`src/hdl/decode_pkg.sv`:
```
package decode_pkg;

   ////////////////////////////////////////////////////////////////////////////
   // Widths fixed by the instruction set
   ////////////////////////////////////////////////////////////////////////////

   localparam int WORD_W       = 32;
   localparam int REG_ADDR_W   = 5;
   localparam int REG_COUNT    = 1 << REG_ADDR_W;
   localparam int OPCODE_W     = 6;
   localparam int FUNC_W       = 6;
   localparam int IMM_W        = 16;
   localparam int SHAMT_W      = 5;
   localparam int JUMP_INDEX_W = 26;
   localparam int ALU_OP_W     = 4;

   typedef logic [WORD_W-1:0]       word_t;
   typedef logic [REG_ADDR_W-1:0]   reg_addr_t;
   typedef logic [OPCODE_W-1:0]     opcode_t;
   typedef logic [FUNC_W-1:0]       func_t;
   typedef logic [IMM_W-1:0]        imm_t;
   typedef logic [SHAMT_W-1:0]      shamt_t;
   typedef logic [JUMP_INDEX_W-1:0] jump_index_t;
   typedef logic [ALU_OP_W-1:0]     alu_op_t;

   // Primary opcodes
   localparam opcode_t OP_RTYPE = 6'b000000;
   localparam opcode_t OP_LB    = 6'b100000;
   localparam opcode_t OP_LH    = 6'b100001;
   localparam opcode_t OP_LW    = 6'b100011;
   localparam opcode_t OP_LBU   = 6'b100100;
   localparam opcode_t OP_LHU   = 6'b100101;
   localparam opcode_t OP_LWU   = 6'b100111;
   localparam opcode_t OP_SB    = 6'b101000;
   localparam opcode_t OP_SH    = 6'b101001;
   localparam opcode_t OP_SW    = 6'b101011;
   localparam opcode_t OP_ADDI  = 6'b001001;
   localparam opcode_t OP_ANDI  = 6'b001100;
   localparam opcode_t OP_ORI   = 6'b001101;
   localparam opcode_t OP_XORI  = 6'b001110;
   localparam opcode_t OP_LUI   = 6'b001111;
   localparam opcode_t OP_SLTI  = 6'b001010;
   localparam opcode_t OP_BEQ   = 6'b000100;
   localparam opcode_t OP_BNE   = 6'b000101;
   localparam opcode_t OP_J     = 6'b000010;
   localparam opcode_t OP_JAL   = 6'b000011;
   localparam opcode_t OP_HLT   = 6'b111111;

   // R-type function codes
   localparam func_t FN_SLL  = 6'b000000;
   localparam func_t FN_SRL  = 6'b000010;
   localparam func_t FN_SRA  = 6'b000011;
   localparam func_t FN_SLLV = 6'b000100;
   localparam func_t FN_SRLV = 6'b000110;
   localparam func_t FN_SRAV = 6'b000111;
   localparam func_t FN_ADDU = 6'b100001;
   localparam func_t FN_SUBU = 6'b100011;
   localparam func_t FN_AND  = 6'b100100;
   localparam func_t FN_OR   = 6'b100101;
   localparam func_t FN_XOR  = 6'b100110;
   localparam func_t FN_NOR  = 6'b100111;
   localparam func_t FN_SLT  = 6'b101010;
   localparam func_t FN_JR   = 6'b001000;
   localparam func_t FN_JALR = 6'b001001;

   // ALU operations with code 9 left unused
   localparam alu_op_t ALU_ADD = 4'd0;
   localparam alu_op_t ALU_SUB = 4'd1;
   localparam alu_op_t ALU_AND = 4'd2;
   localparam alu_op_t ALU_OR  = 4'd3;
   localparam alu_op_t ALU_XOR = 4'd4;
   localparam alu_op_t ALU_NOR = 4'd5;
   localparam alu_op_t ALU_SRL = 4'd6;
   localparam alu_op_t ALU_SLL = 4'd7;
   localparam alu_op_t ALU_SRA = 4'd8;
   localparam alu_op_t ALU_SLT = 4'd10;
   localparam alu_op_t ALU_LUI = 4'd11;

   // Return address register for JAL
   localparam reg_addr_t LINK_REG = 5'd31;

   ////////////////////////////////////////////////////////////////////////////
   // Control frames
   ////////////////////////////////////////////////////////////////////////////

   typedef struct packed {
      alu_op_t    alu_op;
      logic       imm_sel;
      logic       zero_ext;
      logic       use_shamt;
   } ex_ctrl_t;

   // size is 0 byte, 1 half, 2 word
   typedef struct packed {
      logic       rd_en;
      logic       wr_en;
      logic       unsigned_ld;
      logic [1:0] size;
   } mem_ctrl_t;

   typedef struct packed {
      reg_addr_t  dest;
      logic       reg_we;
      logic       from_alu;
      logic       link_pc;
   } wb_ctrl_t;

   typedef struct packed {
      logic       is_branch;
      logic       branch_ne;
      logic       jump_reg;
      logic       jump_imm;
   } dec_flags_t;

endpackage

```
`src/hdl/decode_control.sv`:
```
`timescale 1ns/1ns

module decode_control
   import decode_pkg::*;
   (
   input  opcode_t    i_opcode,
   input  func_t      i_func,
   input  reg_addr_t  i_rt,
   input  reg_addr_t  i_rd,
   output ex_ctrl_t   o_ex,
   output mem_ctrl_t  o_mem,
   output wb_ctrl_t   o_wb,
   output dec_flags_t o_flags,
   output logic       o_rtype
   );

   // Function table results
   alu_op_t fn_alu_op;
   logic    fn_known;
   logic    fn_shamt;
   logic    fn_jump;
   logic    fn_link;

   wb_ctrl_t wb_raw;

   // Byte, half or word from the low opcode bits
   function automatic logic [1:0] access_size(input opcode_t op);
      case (op[1:0])
         2'b00:   return 2'd0;
         2'b01:   return 2'd1;
         default: return 2'd2;
      endcase
   endfunction

   ////////////////////////////////////////////////////////////////////////////
   // R-type function table
   ////////////////////////////////////////////////////////////////////////////

   always_comb begin
      fn_alu_op = ALU_ADD;
      fn_known  = 1'b1;
      fn_shamt  = 1'b0;
      fn_jump   = 1'b0;
      fn_link   = 1'b0;
      case (i_func)
         FN_SLL:  begin fn_alu_op = ALU_SLL; fn_shamt = 1'b1; end
         FN_SRL:  begin fn_alu_op = ALU_SRL; fn_shamt = 1'b1; end
         FN_SRA:  begin fn_alu_op = ALU_SRA; fn_shamt = 1'b1; end
         FN_SLLV: fn_alu_op = ALU_SLL;
         FN_SRLV: fn_alu_op = ALU_SRL;
         FN_SRAV: fn_alu_op = ALU_SRA;
         FN_ADDU: fn_alu_op = ALU_ADD;
         FN_SUBU: fn_alu_op = ALU_SUB;
         FN_AND:  fn_alu_op = ALU_AND;
         FN_OR:   fn_alu_op = ALU_OR;
         FN_XOR:  fn_alu_op = ALU_XOR;
         FN_NOR:  fn_alu_op = ALU_NOR;
         FN_SLT:  fn_alu_op = ALU_SLT;
         FN_JR:   fn_jump = 1'b1;
         FN_JALR: begin fn_jump = 1'b1; fn_link = 1'b1; end
         default: fn_known = 1'b0;
      endcase
   end

   ////////////////////////////////////////////////////////////////////////////
   // Primary opcode table
   ////////////////////////////////////////////////////////////////////////////

   always_comb begin
      o_ex    = '0;
      o_mem   = '0;
      wb_raw  = '0;
      o_flags = '0;
      case (i_opcode)
         OP_RTYPE: begin
            if (fn_known) begin
               o_ex.alu_op      = fn_alu_op;
               o_ex.use_shamt   = fn_shamt;
               wb_raw.dest      = i_rd;
               wb_raw.reg_we    = 1'b1;
               wb_raw.from_alu  = 1'b1;
               wb_raw.link_pc   = fn_link;
               o_flags.jump_reg = fn_jump;
            end
         end
         OP_LB, OP_LH, OP_LW, OP_LBU, OP_LHU, OP_LWU: begin
            o_ex.imm_sel      = 1'b1;
            o_mem.rd_en       = 1'b1;
            o_mem.unsigned_ld = i_opcode[2];
            o_mem.size        = access_size(i_opcode);
            wb_raw.dest       = i_rt;
            wb_raw.reg_we     = 1'b1;
         end
         OP_SB, OP_SH, OP_SW: begin
            o_ex.imm_sel = 1'b1;
            o_mem.wr_en  = 1'b1;
            o_mem.size   = access_size(i_opcode);
         end
         OP_ADDI, OP_SLTI, OP_ANDI, OP_ORI, OP_XORI, OP_LUI: begin
            o_ex.imm_sel    = 1'b1;
            wb_raw.dest     = i_rt;
            wb_raw.reg_we   = 1'b1;
            wb_raw.from_alu = 1'b1;
            case (i_opcode)
               OP_ADDI: o_ex.alu_op = ALU_ADD;
               OP_SLTI: o_ex.alu_op = ALU_SLT;
               OP_ANDI: o_ex.alu_op = ALU_AND;
               OP_ORI:  o_ex.alu_op = ALU_OR;
               OP_XORI: o_ex.alu_op = ALU_XOR;
               default: o_ex.alu_op = ALU_LUI;
            endcase
            // Logical ops and LUI take the immediate unsigned
            o_ex.zero_ext = (i_opcode != OP_ADDI) && (i_opcode != OP_SLTI);
         end
         OP_BEQ, OP_BNE: begin
            o_ex.imm_sel      = 1'b1;
            o_flags.is_branch = 1'b1;
            o_flags.branch_ne = (i_opcode == OP_BNE);
         end
         OP_J: begin
            o_flags.jump_imm = 1'b1;
         end
         OP_JAL: begin
            o_flags.jump_imm = 1'b1;
            wb_raw.dest      = LINK_REG;
            wb_raw.reg_we    = 1'b1;
            wb_raw.link_pc   = 1'b1;
         end
         default: ;
      endcase
   end

   // Register 0 is never written
   always_comb begin
      o_wb        = wb_raw;
      o_wb.reg_we = wb_raw.reg_we && (wb_raw.dest != '0);
   end

   assign o_rtype = (i_opcode == OP_RTYPE);

endmodule

```
`src/hdl/register_file.sv`:
```
`timescale 1ns/1ns

module register_file
   import decode_pkg::*;
   (
   input  logic      i_clk,
   input  logic      i_rst,
   input  logic      i_we,
   input  reg_addr_t i_waddr,
   input  word_t     i_wdata,
   input  reg_addr_t i_raddr_a,
   input  reg_addr_t i_raddr_b,
   output word_t     o_rdata_a,
   output word_t     o_rdata_b
   );

   word_t regs [REG_COUNT];

   // Falling-edge write so a same-cycle read sees the new word
   always_ff @(negedge i_clk) begin
      if (i_rst) begin
         for (int i = 0; i < REG_COUNT; i++) begin
            regs[i] <= '0;
         end
      end else if (i_we) begin
         regs[i_waddr] <= i_wdata;
      end
   end

   assign o_rdata_a = regs[i_raddr_a];
   assign o_rdata_b = regs[i_raddr_b];

endmodule

```
`src/hdl/branch_resolve.sv`:
```
`timescale 1ns/1ns

module branch_resolve
   import decode_pkg::*;
   (
   input  word_t      i_rdata_a,
   input  word_t      i_rdata_b,
   input  logic       i_fwd_sel_a,
   input  logic       i_fwd_sel_b,
   input  word_t      i_fwd_data_a,
   input  word_t      i_fwd_data_b,
   input  dec_flags_t i_flags,
   output logic       o_branch_taken,
   output logic       o_jump_reg_taken,
   output logic       o_jump_imm_taken,
   output logic       o_redirect
   );

   word_t cmp_a;
   word_t cmp_b;
   logic  equal;

   // Forwarded operands win over the register file
   assign cmp_a = i_fwd_sel_a ? i_fwd_data_a : i_rdata_a;
   assign cmp_b = i_fwd_sel_b ? i_fwd_data_b : i_rdata_b;
   assign equal = (cmp_a == cmp_b);

   // BNE inverts the sense of the compare
   assign o_branch_taken   = i_flags.is_branch && (equal ^ i_flags.branch_ne);
   assign o_jump_reg_taken = i_flags.jump_reg;
   assign o_jump_imm_taken = i_flags.jump_imm;

   // Any change of flow flushes the next stage
   assign o_redirect = o_branch_taken | o_jump_reg_taken | o_jump_imm_taken;

endmodule

```
`src/hdl/id_ex_latch.sv`:
```
`timescale 1ns/1ns

module id_ex_latch
   import decode_pkg::*;
   (
   input  logic      i_clk,
   input  logic      i_rst,
   input  logic      i_advance,
   input  ex_ctrl_t  i_ex,
   input  mem_ctrl_t i_mem,
   input  wb_ctrl_t  i_wb,
   input  word_t     i_a,
   input  word_t     i_b,
   input  imm_t      i_imm,
   input  shamt_t    i_shamt,
   input  word_t     i_pc,
   input  logic      i_redirect,
   output ex_ctrl_t  o_ex,
   output mem_ctrl_t o_mem,
   output wb_ctrl_t  o_wb,
   output word_t     o_a,
   output word_t     o_b,
   output imm_t      o_imm,
   output shamt_t    o_shamt,
   output word_t     o_pc,
   output logic      o_nop
   );

   ////////////////////////////////////////////////////////////////////////////
   // ID/EX stage register
   ////////////////////////////////////////////////////////////////////////////

   always_ff @(posedge i_clk) begin
      if (i_rst) begin
         o_ex    <= '0;
         o_mem   <= '0;
         o_wb    <= '0;
         o_a     <= '0;
         o_b     <= '0;
         o_imm   <= '0;
         o_shamt <= '0;
         o_pc    <= '0;
         o_nop   <= 1'b0;
      end else if (i_advance) begin
         o_ex    <= i_ex;
         o_mem   <= i_mem;
         o_wb    <= i_wb;
         o_a     <= i_a;
         o_b     <= i_b;
         o_imm   <= i_imm;
         o_shamt <= i_shamt;
         o_pc    <= i_pc;
         // Flush for the instruction behind a taken redirect
         o_nop   <= i_redirect;
      end
   end

endmodule

```
`src/hdl/instruction_decode.sv`:
```
`timescale 1ns/1ns

module instruction_decode
   import decode_pkg::*;
   (
   input  logic        i_clk,
   input  logic        i_rst,
   input  logic        i_valid,
   input  word_t       i_instruction,
   input  word_t       i_pc,
   input  logic        i_regfile_we,
   input  reg_addr_t   i_regfile_addr,
   input  word_t       i_regfile_data,
   input  logic        i_fwd_sel_a,
   input  logic        i_fwd_sel_b,
   input  word_t       i_fwd_data_a,
   input  word_t       i_fwd_data_b,
   output ex_ctrl_t    o_ex_ctrl,
   output mem_ctrl_t   o_mem_ctrl,
   output wb_ctrl_t    o_wb_ctrl,
   output word_t       o_a,
   output word_t       o_b,
   output word_t       o_pc,
   output imm_t        o_imm,
   output shamt_t      o_shamt,
   output logic        o_nop,
   output logic        o_rtype,
   output logic        o_store,
   output logic        o_branch,
   output logic        o_branch_taken,
   output logic        o_jump_reg,
   output word_t       o_jump_reg_addr,
   output logic        o_jump_imm,
   output jump_index_t o_jump_index,
   output logic        o_halt
   );

   // Instruction fields
   opcode_t   opcode;
   reg_addr_t rs;
   reg_addr_t rt;
   reg_addr_t rd;
   shamt_t    shamt;
   func_t     func;
   imm_t      imm;

   logic       advance;
   ex_ctrl_t   ex;
   mem_ctrl_t  mem;
   wb_ctrl_t   wb;
   dec_flags_t flags;
   word_t      rdata_a;
   word_t      rdata_b;
   logic       redirect;

   assign opcode       = i_instruction[31:26];
   assign rs           = i_instruction[25:21];
   assign rt           = i_instruction[20:16];
   assign rd           = i_instruction[15:11];
   assign shamt        = i_instruction[10:6];
   assign func         = i_instruction[5:0];
   assign imm          = i_instruction[15:0];
   assign o_jump_index = i_instruction[25:0];

   // HLT stalls the stage
   assign advance = i_valid && (opcode != OP_HLT);
   assign o_halt  = i_valid && (opcode == OP_HLT);

   decode_control u_control (
      .i_opcode (opcode),
      .i_func   (func),
      .i_rt     (rt),
      .i_rd     (rd),
      .o_ex     (ex),
      .o_mem    (mem),
      .o_wb     (wb),
      .o_flags  (flags),
      .o_rtype  (o_rtype)
   );

   register_file u_regfile (
      .i_clk     (i_clk),
      .i_rst     (i_rst),
      .i_we      (advance && i_regfile_we),
      .i_waddr   (i_regfile_addr),
      .i_wdata   (i_regfile_data),
      .i_raddr_a (rs),
      .i_raddr_b (rt),
      .o_rdata_a (rdata_a),
      .o_rdata_b (rdata_b)
   );

   branch_resolve u_branch (
      .i_rdata_a        (rdata_a),
      .i_rdata_b        (rdata_b),
      .i_fwd_sel_a      (i_fwd_sel_a),
      .i_fwd_sel_b      (i_fwd_sel_b),
      .i_fwd_data_a     (i_fwd_data_a),
      .i_fwd_data_b     (i_fwd_data_b),
      .i_flags          (flags),
      .o_branch_taken   (o_branch_taken),
      .o_jump_reg_taken (o_jump_reg),
      .o_jump_imm_taken (o_jump_imm),
      .o_redirect       (redirect)
   );

   id_ex_latch u_latch (
      .i_clk      (i_clk),
      .i_rst      (i_rst),
      .i_advance  (advance),
      .i_ex       (ex),
      .i_mem      (mem),
      .i_wb       (wb),
      .i_a        (rdata_a),
      .i_b        (rdata_b),
      .i_imm      (imm),
      .i_shamt    (shamt),
      .i_pc       (i_pc),
      .i_redirect (redirect),
      .o_ex       (o_ex_ctrl),
      .o_mem      (o_mem_ctrl),
      .o_wb       (o_wb_ctrl),
      .o_a        (o_a),
      .o_b        (o_b),
      .o_imm      (o_imm),
      .o_shamt    (o_shamt),
      .o_pc       (o_pc),
      .o_nop      (o_nop)
   );

   // Decode-cycle views for the fetch side
   assign o_store         = mem.wr_en;
   assign o_branch        = flags.is_branch;
   assign o_jump_reg_addr = rdata_a;

endmodule

```
`config.mk`:
```
export PLATFORM = sky130hd
export DESIGN_NAME = instruction_decode
export DESIGN_NICKNAME = d
export VERILOG_FILES = /design/src/hdl/decode_pkg.sv /design/src/hdl/decode_control.sv /design/src/hdl/register_file.sv /design/src/hdl/branch_resolve.sv /design/src/hdl/id_ex_latch.sv /design/src/hdl/instruction_decode.sv
export SDC_FILE = /design/constraint.sdc
export NUM_CORES = 2
export LEC_CHECK = 0
export BUFFER_PORTS_ARGS = -buffer_cell sky130_fd_sc_hd__buf_2
export CAP_MARGIN = 0
export CORE_UTILIZATION = 30
export CTS_CLUSTER_DIAMETER = 30
export CTS_CLUSTER_SIZE = 28
export DETAILED_ROUTE_END_ITERATION = 12
export PLACE_DENSITY = 0.44
export SLEW_MARGIN = 0
export SYNTH_ARGS = -nofsm -noshare
export SYNTH_HDL_FRONTEND = slang
export SYNTH_HIERARCHICAL = 1
export SYNTH_SLANG_ARGS = --single-unit
```
`constraint.sdc`:
```
create_clock -name i_clk -period 10 [get_ports i_clk]
set_input_delay 2 -clock i_clk [delete_from_list [all_inputs] [get_ports i_clk]]
set_output_delay 2 -clock i_clk [all_outputs]
set_load 0.005 [all_outputs]
```
==> Yosys cells after proc, flatten, opt, wreduce, memory -nomap -nowiden <==
Memory sizes are Yosys's and may differ from the RTL's.
Index checks and enable logic that the tools add are counted.
{ "op_classes": {"bitwise_logic": 3, "n_eq_ne": 39, "mux": 35, "n_reduce_logical": 25} }
{ "ops": {"columns": ["operator", "n"], "rows": [
  ["equality test 6 bit, second input constant", 17],
  ["2-to-1 mux 32 bit", 3],
  ["equality test 6 x 4 -> 1 bit, second input constant", 8],
  ["one-hot mux 4 bit (9 select lines)", 1],
  ["equality test 32 bit", 1],
  ["OR reduction 32 bit", 1],
  ["equality test 6 x 3 -> 1 bit, second input constant", 5],
  ["equality test 6 x 2 -> 1 bit, second input constant", 4],
  ["2-to-1 mux 1 bit", 20],
  ["one-hot mux 4 bit (5 select lines)", 1],
  ["one-hot mux 6 bit (3 select lines)", 1],
  ["OR reduction 17 bit", 1],
  ["OR reduction 15 bit", 1],
  ["logical NOT 6 bit", 2],
  ["inequality test 6 x 4 -> 1 bit, second input constant", 2],
  ["OR reduction 12 bit", 1],
  ["OR reduction 2 bit", 6],
  ["OR reduction 6 bit", 2],
  ["OR reduction 9 bit", 1],
  ["2-to-1 mux 8 bit", 1],
  ["one-hot mux 4 bit (2 select lines)", 1],
  ["logical AND 1 bit", 6],
  ["inequality test 6 bit, second input constant", 1],
  ["OR reduction 3 bit", 2],
  ["10 further kinds", 13]
]} }
{ "totals": {"elab_cells": 121, "n_memories": 1, "inputBits": 171, "ram_bits": 1024, "regBits": 138} }
{ "memory_table": {"columns": ["memory", "depth", "width", "rd", "rd_clocked_by_memory_dff", "write_ports", "line_no", "text"], "rows": [
  ["u_regfile.regs", 32, 32, 2, 0, 32, "register_file.sv:17", "word_t regs [REG_COUNT];"]
]} }

==> Longest topological paths before layout <==
{ "logic_depth": {"ltp_word": 8, "ltp_mapped": 16, "ltp_nobuf": 13} }

==> By module <==
Netlist, hierarchy kept.
{ "modules_own_cells": {"columns": ["module", "cells_each", "n_inst", "area_each_um2", "seq_area_each_um2"], "rows": [
  ["register_file", 4641, 1, 56223.9, 30749.5],
  ["id_ex_latch", 445, 1, 5008.6, 2762.6],
  ["branch_resolve", 121, 1, 1162.4, 0.0],
  ["decode_control", 82, 1, 539.3, 0.0],
  ["instruction_decode", 32, 1, 232.7, 0.0]
]} }

==> flow_metrics.tcl <==
set metrics [dict create \
    reg2reg_depth 14 \
    r2r_setup_slack_ps 1370 \
    critPathCaptureType "primary output" \
    cts_buffers 364 \
    rsz_0062_raised_after_global_routing "yes" \
    clock-skew-final_ps 79.5 \
    via_per_inst 5.09 \
    dominant_cell_type_by_count_on_the_critical_path "sky130_fd_sc_hd__mux2i_1" \
    fillers 20254 \
    timing.critical_path.slowest_stage_cell "sky130_fd_sc_hd__or4_4" \
    worstSetupPathDepth 12 \
    area_growth_pct 37.4 \
    number_of_flops_mapped_to_enable_cells_by_yosys 1024 \
    most_used_cells_in_the_layout_excluding_fill_and_tap_cells "sky130_fd_sc_hd__mux2i_1 (1199), sky130_fd_sc_hd__inv_1 (1085), sky130_fd_sc_hd__and2_1 (1025), sky130_fd_sc_hd__edfxtp_1 (1024), sky130_fd_sc_hd__clkbuf_16 (381)" \
    clkSlewWorstSetupHoldPaths_ps 40 \
    cts_buffer_depth 4 \
    clk-insertion-delay-late_ps 940 \
    yosysWarnings 6 \
    holdWs_ps 482 \
    final_nets 7087 \
    crit_path_cell_trace "mux2i_1, a22o_1, nor3_1, a31oi_1, nand3_1, mux2i_1, xnor2_1, nand4_1, or4_4, o211ai_1, o31ai_2, buf_2" \
    reg2reg_from "u_regfile/regs[3][15]" \
    maxCapViolCount 0 \
    antenna_violations_before_repair 34 \
    io_pins 374 \
    wl_per_cell_um 27.2 \
    core_region_area_sq_mm 0.209 \
    global_route_total_overflow 0 \
    status "finished, violations left" \
    clock_tree_from_tritoncts "yes" \
    peakVddDrop_mv 0.165 \
    slew-limit-headroom_pct 28.2 \
    worstReg2RegEnd "u_latch/o_nop" \
    cpPeakStageDelay_ps 690 \
    syn-instance-count 5321 \
    worstSetupPathType "register to primary output" \
    power.density_cell_area_mw_per_mm2 240 \
    drt_pass1_iterations 5 \
    post-place-ws_ps -881 \
    global_route.usage.total_pct 25.0 \
    floorplan.die_area_sq_mm 0.212 \
    synth.yosys.seq_area_share_pct 53.1 \
    flip_flop_and_latch_count_after_synthesis 1162 \
    endpoint "o_branch_taken" \
    grt_first_pass_wirelength_um 376000 \
    ys_top_cells_by_area "sky130_fd_sc_hd__edfxtp_1 (49%), sky130_fd_sc_hd__mux2i_1 (19%), sky130_fd_sc_hd__and2_1 (10%), sky130_fd_sc_hd__dfxtp_1 (4.4%), sky130_fd_sc_hd__a22oi_1 (2.3%)" \
    die_width_um 461 \
    drc 0 \
    timing.final.ws_setup_ps -1220 \
    placementRows 168 \
    synth_area_per_cell_sq_um 11.9 \
    area_taken_by_multi_input_logic_gates_sq_mm 0.0279 \
    path_delay_family "simple AND/OR/NAND/NOR gates" \
    syn-cell-area_sq_mm 0.0632 \
    synth_async_sr_flop_share_pct 0 \
    synth_area_leader_cell "sky130_fd_sc_hd__edfxtp_1" \
    crit_path_max_fanout 3 \
    max_slew.worst_pin.slew_ps 1080 \
    synth_top_cell_area_share_pct 48.7 \
    routed_wl_um 272000 \
    cts-htree-levels 5 \
    detail_route.iter0.violations 4436 \
    drt.antenna.violating_nets 0 \
    final_layout_size_suffix_gt1_share_pct 21.1 \
    worstSetupStartpointType "register" \
    path_buf_inv 1 \
    cp_data_arrival_time_ps 9220 \
    timing_hold_violations_final 0 \
    num_vias 50995 \
    dieHeight_um 461 \
    cp-startpoint "u_regfile/regs[3][15]" \
    worst_hold_path.num_cells 2 \
    dp.final_hpwl_um 168000 \
    finalMaxSlewViolations 0 \
    synth.lib_cells_used.distinct 59 \
    synth-main-ff-cell "sky130_fd_sc_hd__edfxtp_1" \
    port_buffers 373 \
    largest_net_degree_at_the_start_of_global_routing 82 \
    syn_nets 5492 \
    setup_viol 1 \
    crit_path_required_time_ps 8000 \
    grt_pass1_vias 54011 \
    initial_utilization_pct 30.2 \
    number_of_clock_sinks_seen_by_cts 1162 \
    register_area_sq_mm 0.0335 \
    failed_checks "negative setup slack" \
    hold_class "register to register" \
    power.leakage_nw 39.5 \
    root_buffer "sky130_fd_sc_hd__clkbuf_16" \
    gp_congestion 0.850 \
    leading_cell_type_in_the_layout_fill_and_taps_excluded "sky130_fd_sc_hd__mux2i_1" \
]
[power breakdown]
part,switching [mW],internal [mW],total (mW)
Sequential,0.139,5.58,5.72
Combinational,1.17,0.688,1.86
Clock,4.30,8.92,13.2
[cell usage after synthesis (34+ instances only)]
library cell,count
sky130_fd_sc_hd__mux2i_1,1226
sky130_fd_sc_hd__and2_1,1027
sky130_fd_sc_hd__edfxtp_1,1024
sky130_fd_sc_hd__clkbuf_1,264
sky130_fd_sc_hd__nand2_1,204
sky130_fd_sc_hd__nand3_1,197
sky130_fd_sc_hd__a21oi_1,195
sky130_fd_sc_hd__a22oi_1,192
sky130_fd_sc_hd__nor2_1,164
sky130_fd_sc_hd__dfxtp_1,138
sky130_fd_sc_hd__a22o_1,130
sky130_fd_sc_hd__buf_4,111
sky130_fd_sc_hd__a31oi_1,67
sky130_fd_sc_hd__nor3_1,65
sky130_fd_sc_hd__buf_2,62
sky130_fd_sc_hd__or2_2,34
[layout make-up]
class / count / share of cell area [%]
antenna: 19 / 0.0548
clock buffer: 397 / 11.1
clock inverter: 1267 / 7.61
inverter: 6 / 0.0259
multi-input combinational: 3628 / 32.2
sequential: 1162 / 38.6
tap: 2805 / 4.04
timing repair buffer: 730 / 6.34
[how the worst min path moves through the flow]
stage | startpoint | to | slack [ps]
floorplan | u_latch/o_a[0] | u_latch/o_a[0] | 480
global placement | u_latch/o_imm[11] | u_latch/o_imm[11] | 470
detailed placement | u_latch/o_pc[28] | u_latch/o_pc[28] | 470
CTS | u_latch/o_pc[16] | u_latch/o_pc[16] | 490
global route | u_latch/o_a[25] | u_latch/o_a[25] | 510
finish | u_latch/o_imm[3] | u_latch/o_imm[3] | 480
[flip-flops by register name, indices dropped and copies added (netlist names)]
name,flops
u_latch/o_mem,5
u_latch/o_a,32
u_latch/o_pc,32
u_latch/o_imm,16
u_latch/o_nop,1
u_latch/o_shamt,5
u_latch/o_wb,8
u_latch/o_b,32
u_regfile/regs,1024
u_latch/o_ex,7
[per-stage QoR]
step,util [%],std cells,instance area [sq um],power [mW],setup TNS [ps]
3_3_place_gp,33.2,8338,69400,8.14,-875
2_1_floorplan,-,5321,63200,7.25,0
6_report,41.5,10014,86800,20.8,-1220
3_5_place_dp,33.2,8338,69400,8.15,-881
4_1_cts,41.1,9999,86100,21.0,-1380
5_1_grt,41.4,9997,86800,21.8,-1310
[layer usage]
layer / part of all wire [%] / GRT usage, % / routed length [um]
met1: 42 / 31.0 / 115000
met2: 47 / 39.9 / 128000
met3: 7.0 / 6.56 / 19000
met4: 3.7 / 12.7 / 10100
met5: 0.022 / 0 / 59
[cell families after synthesis]
group | synth area share [%]
XOR/XNOR | 0.485
flip-flops | 53.1
AND/OR/NAND/NOR | 15.7
AO/OA/AOI/OAI | 6.59
buffers and inverters | 4.74
multiplexers | 19.4
[tightest hold or removal path, stage by stage, from the launching register on]
cell                      delay [ps]
sky130_fd_sc_hd__dfxtp_1         310
sky130_fd_sc_hd__mux2i_1          60
sky130_fd_sc_hd__nor2_1           70
[what timing repair did]
| action | 4_1_cts | 5_1_grt |
|---|---|---|
| setup buffers | 1 | 4 |
| hold buffers | 0 | 0 |
| endpoints found under the setup margin | 3 | 1 |
| resized for setup | 72 | 115 |
| pin swaps | 9 | 39 |
(Power assumes the default switching activity.)
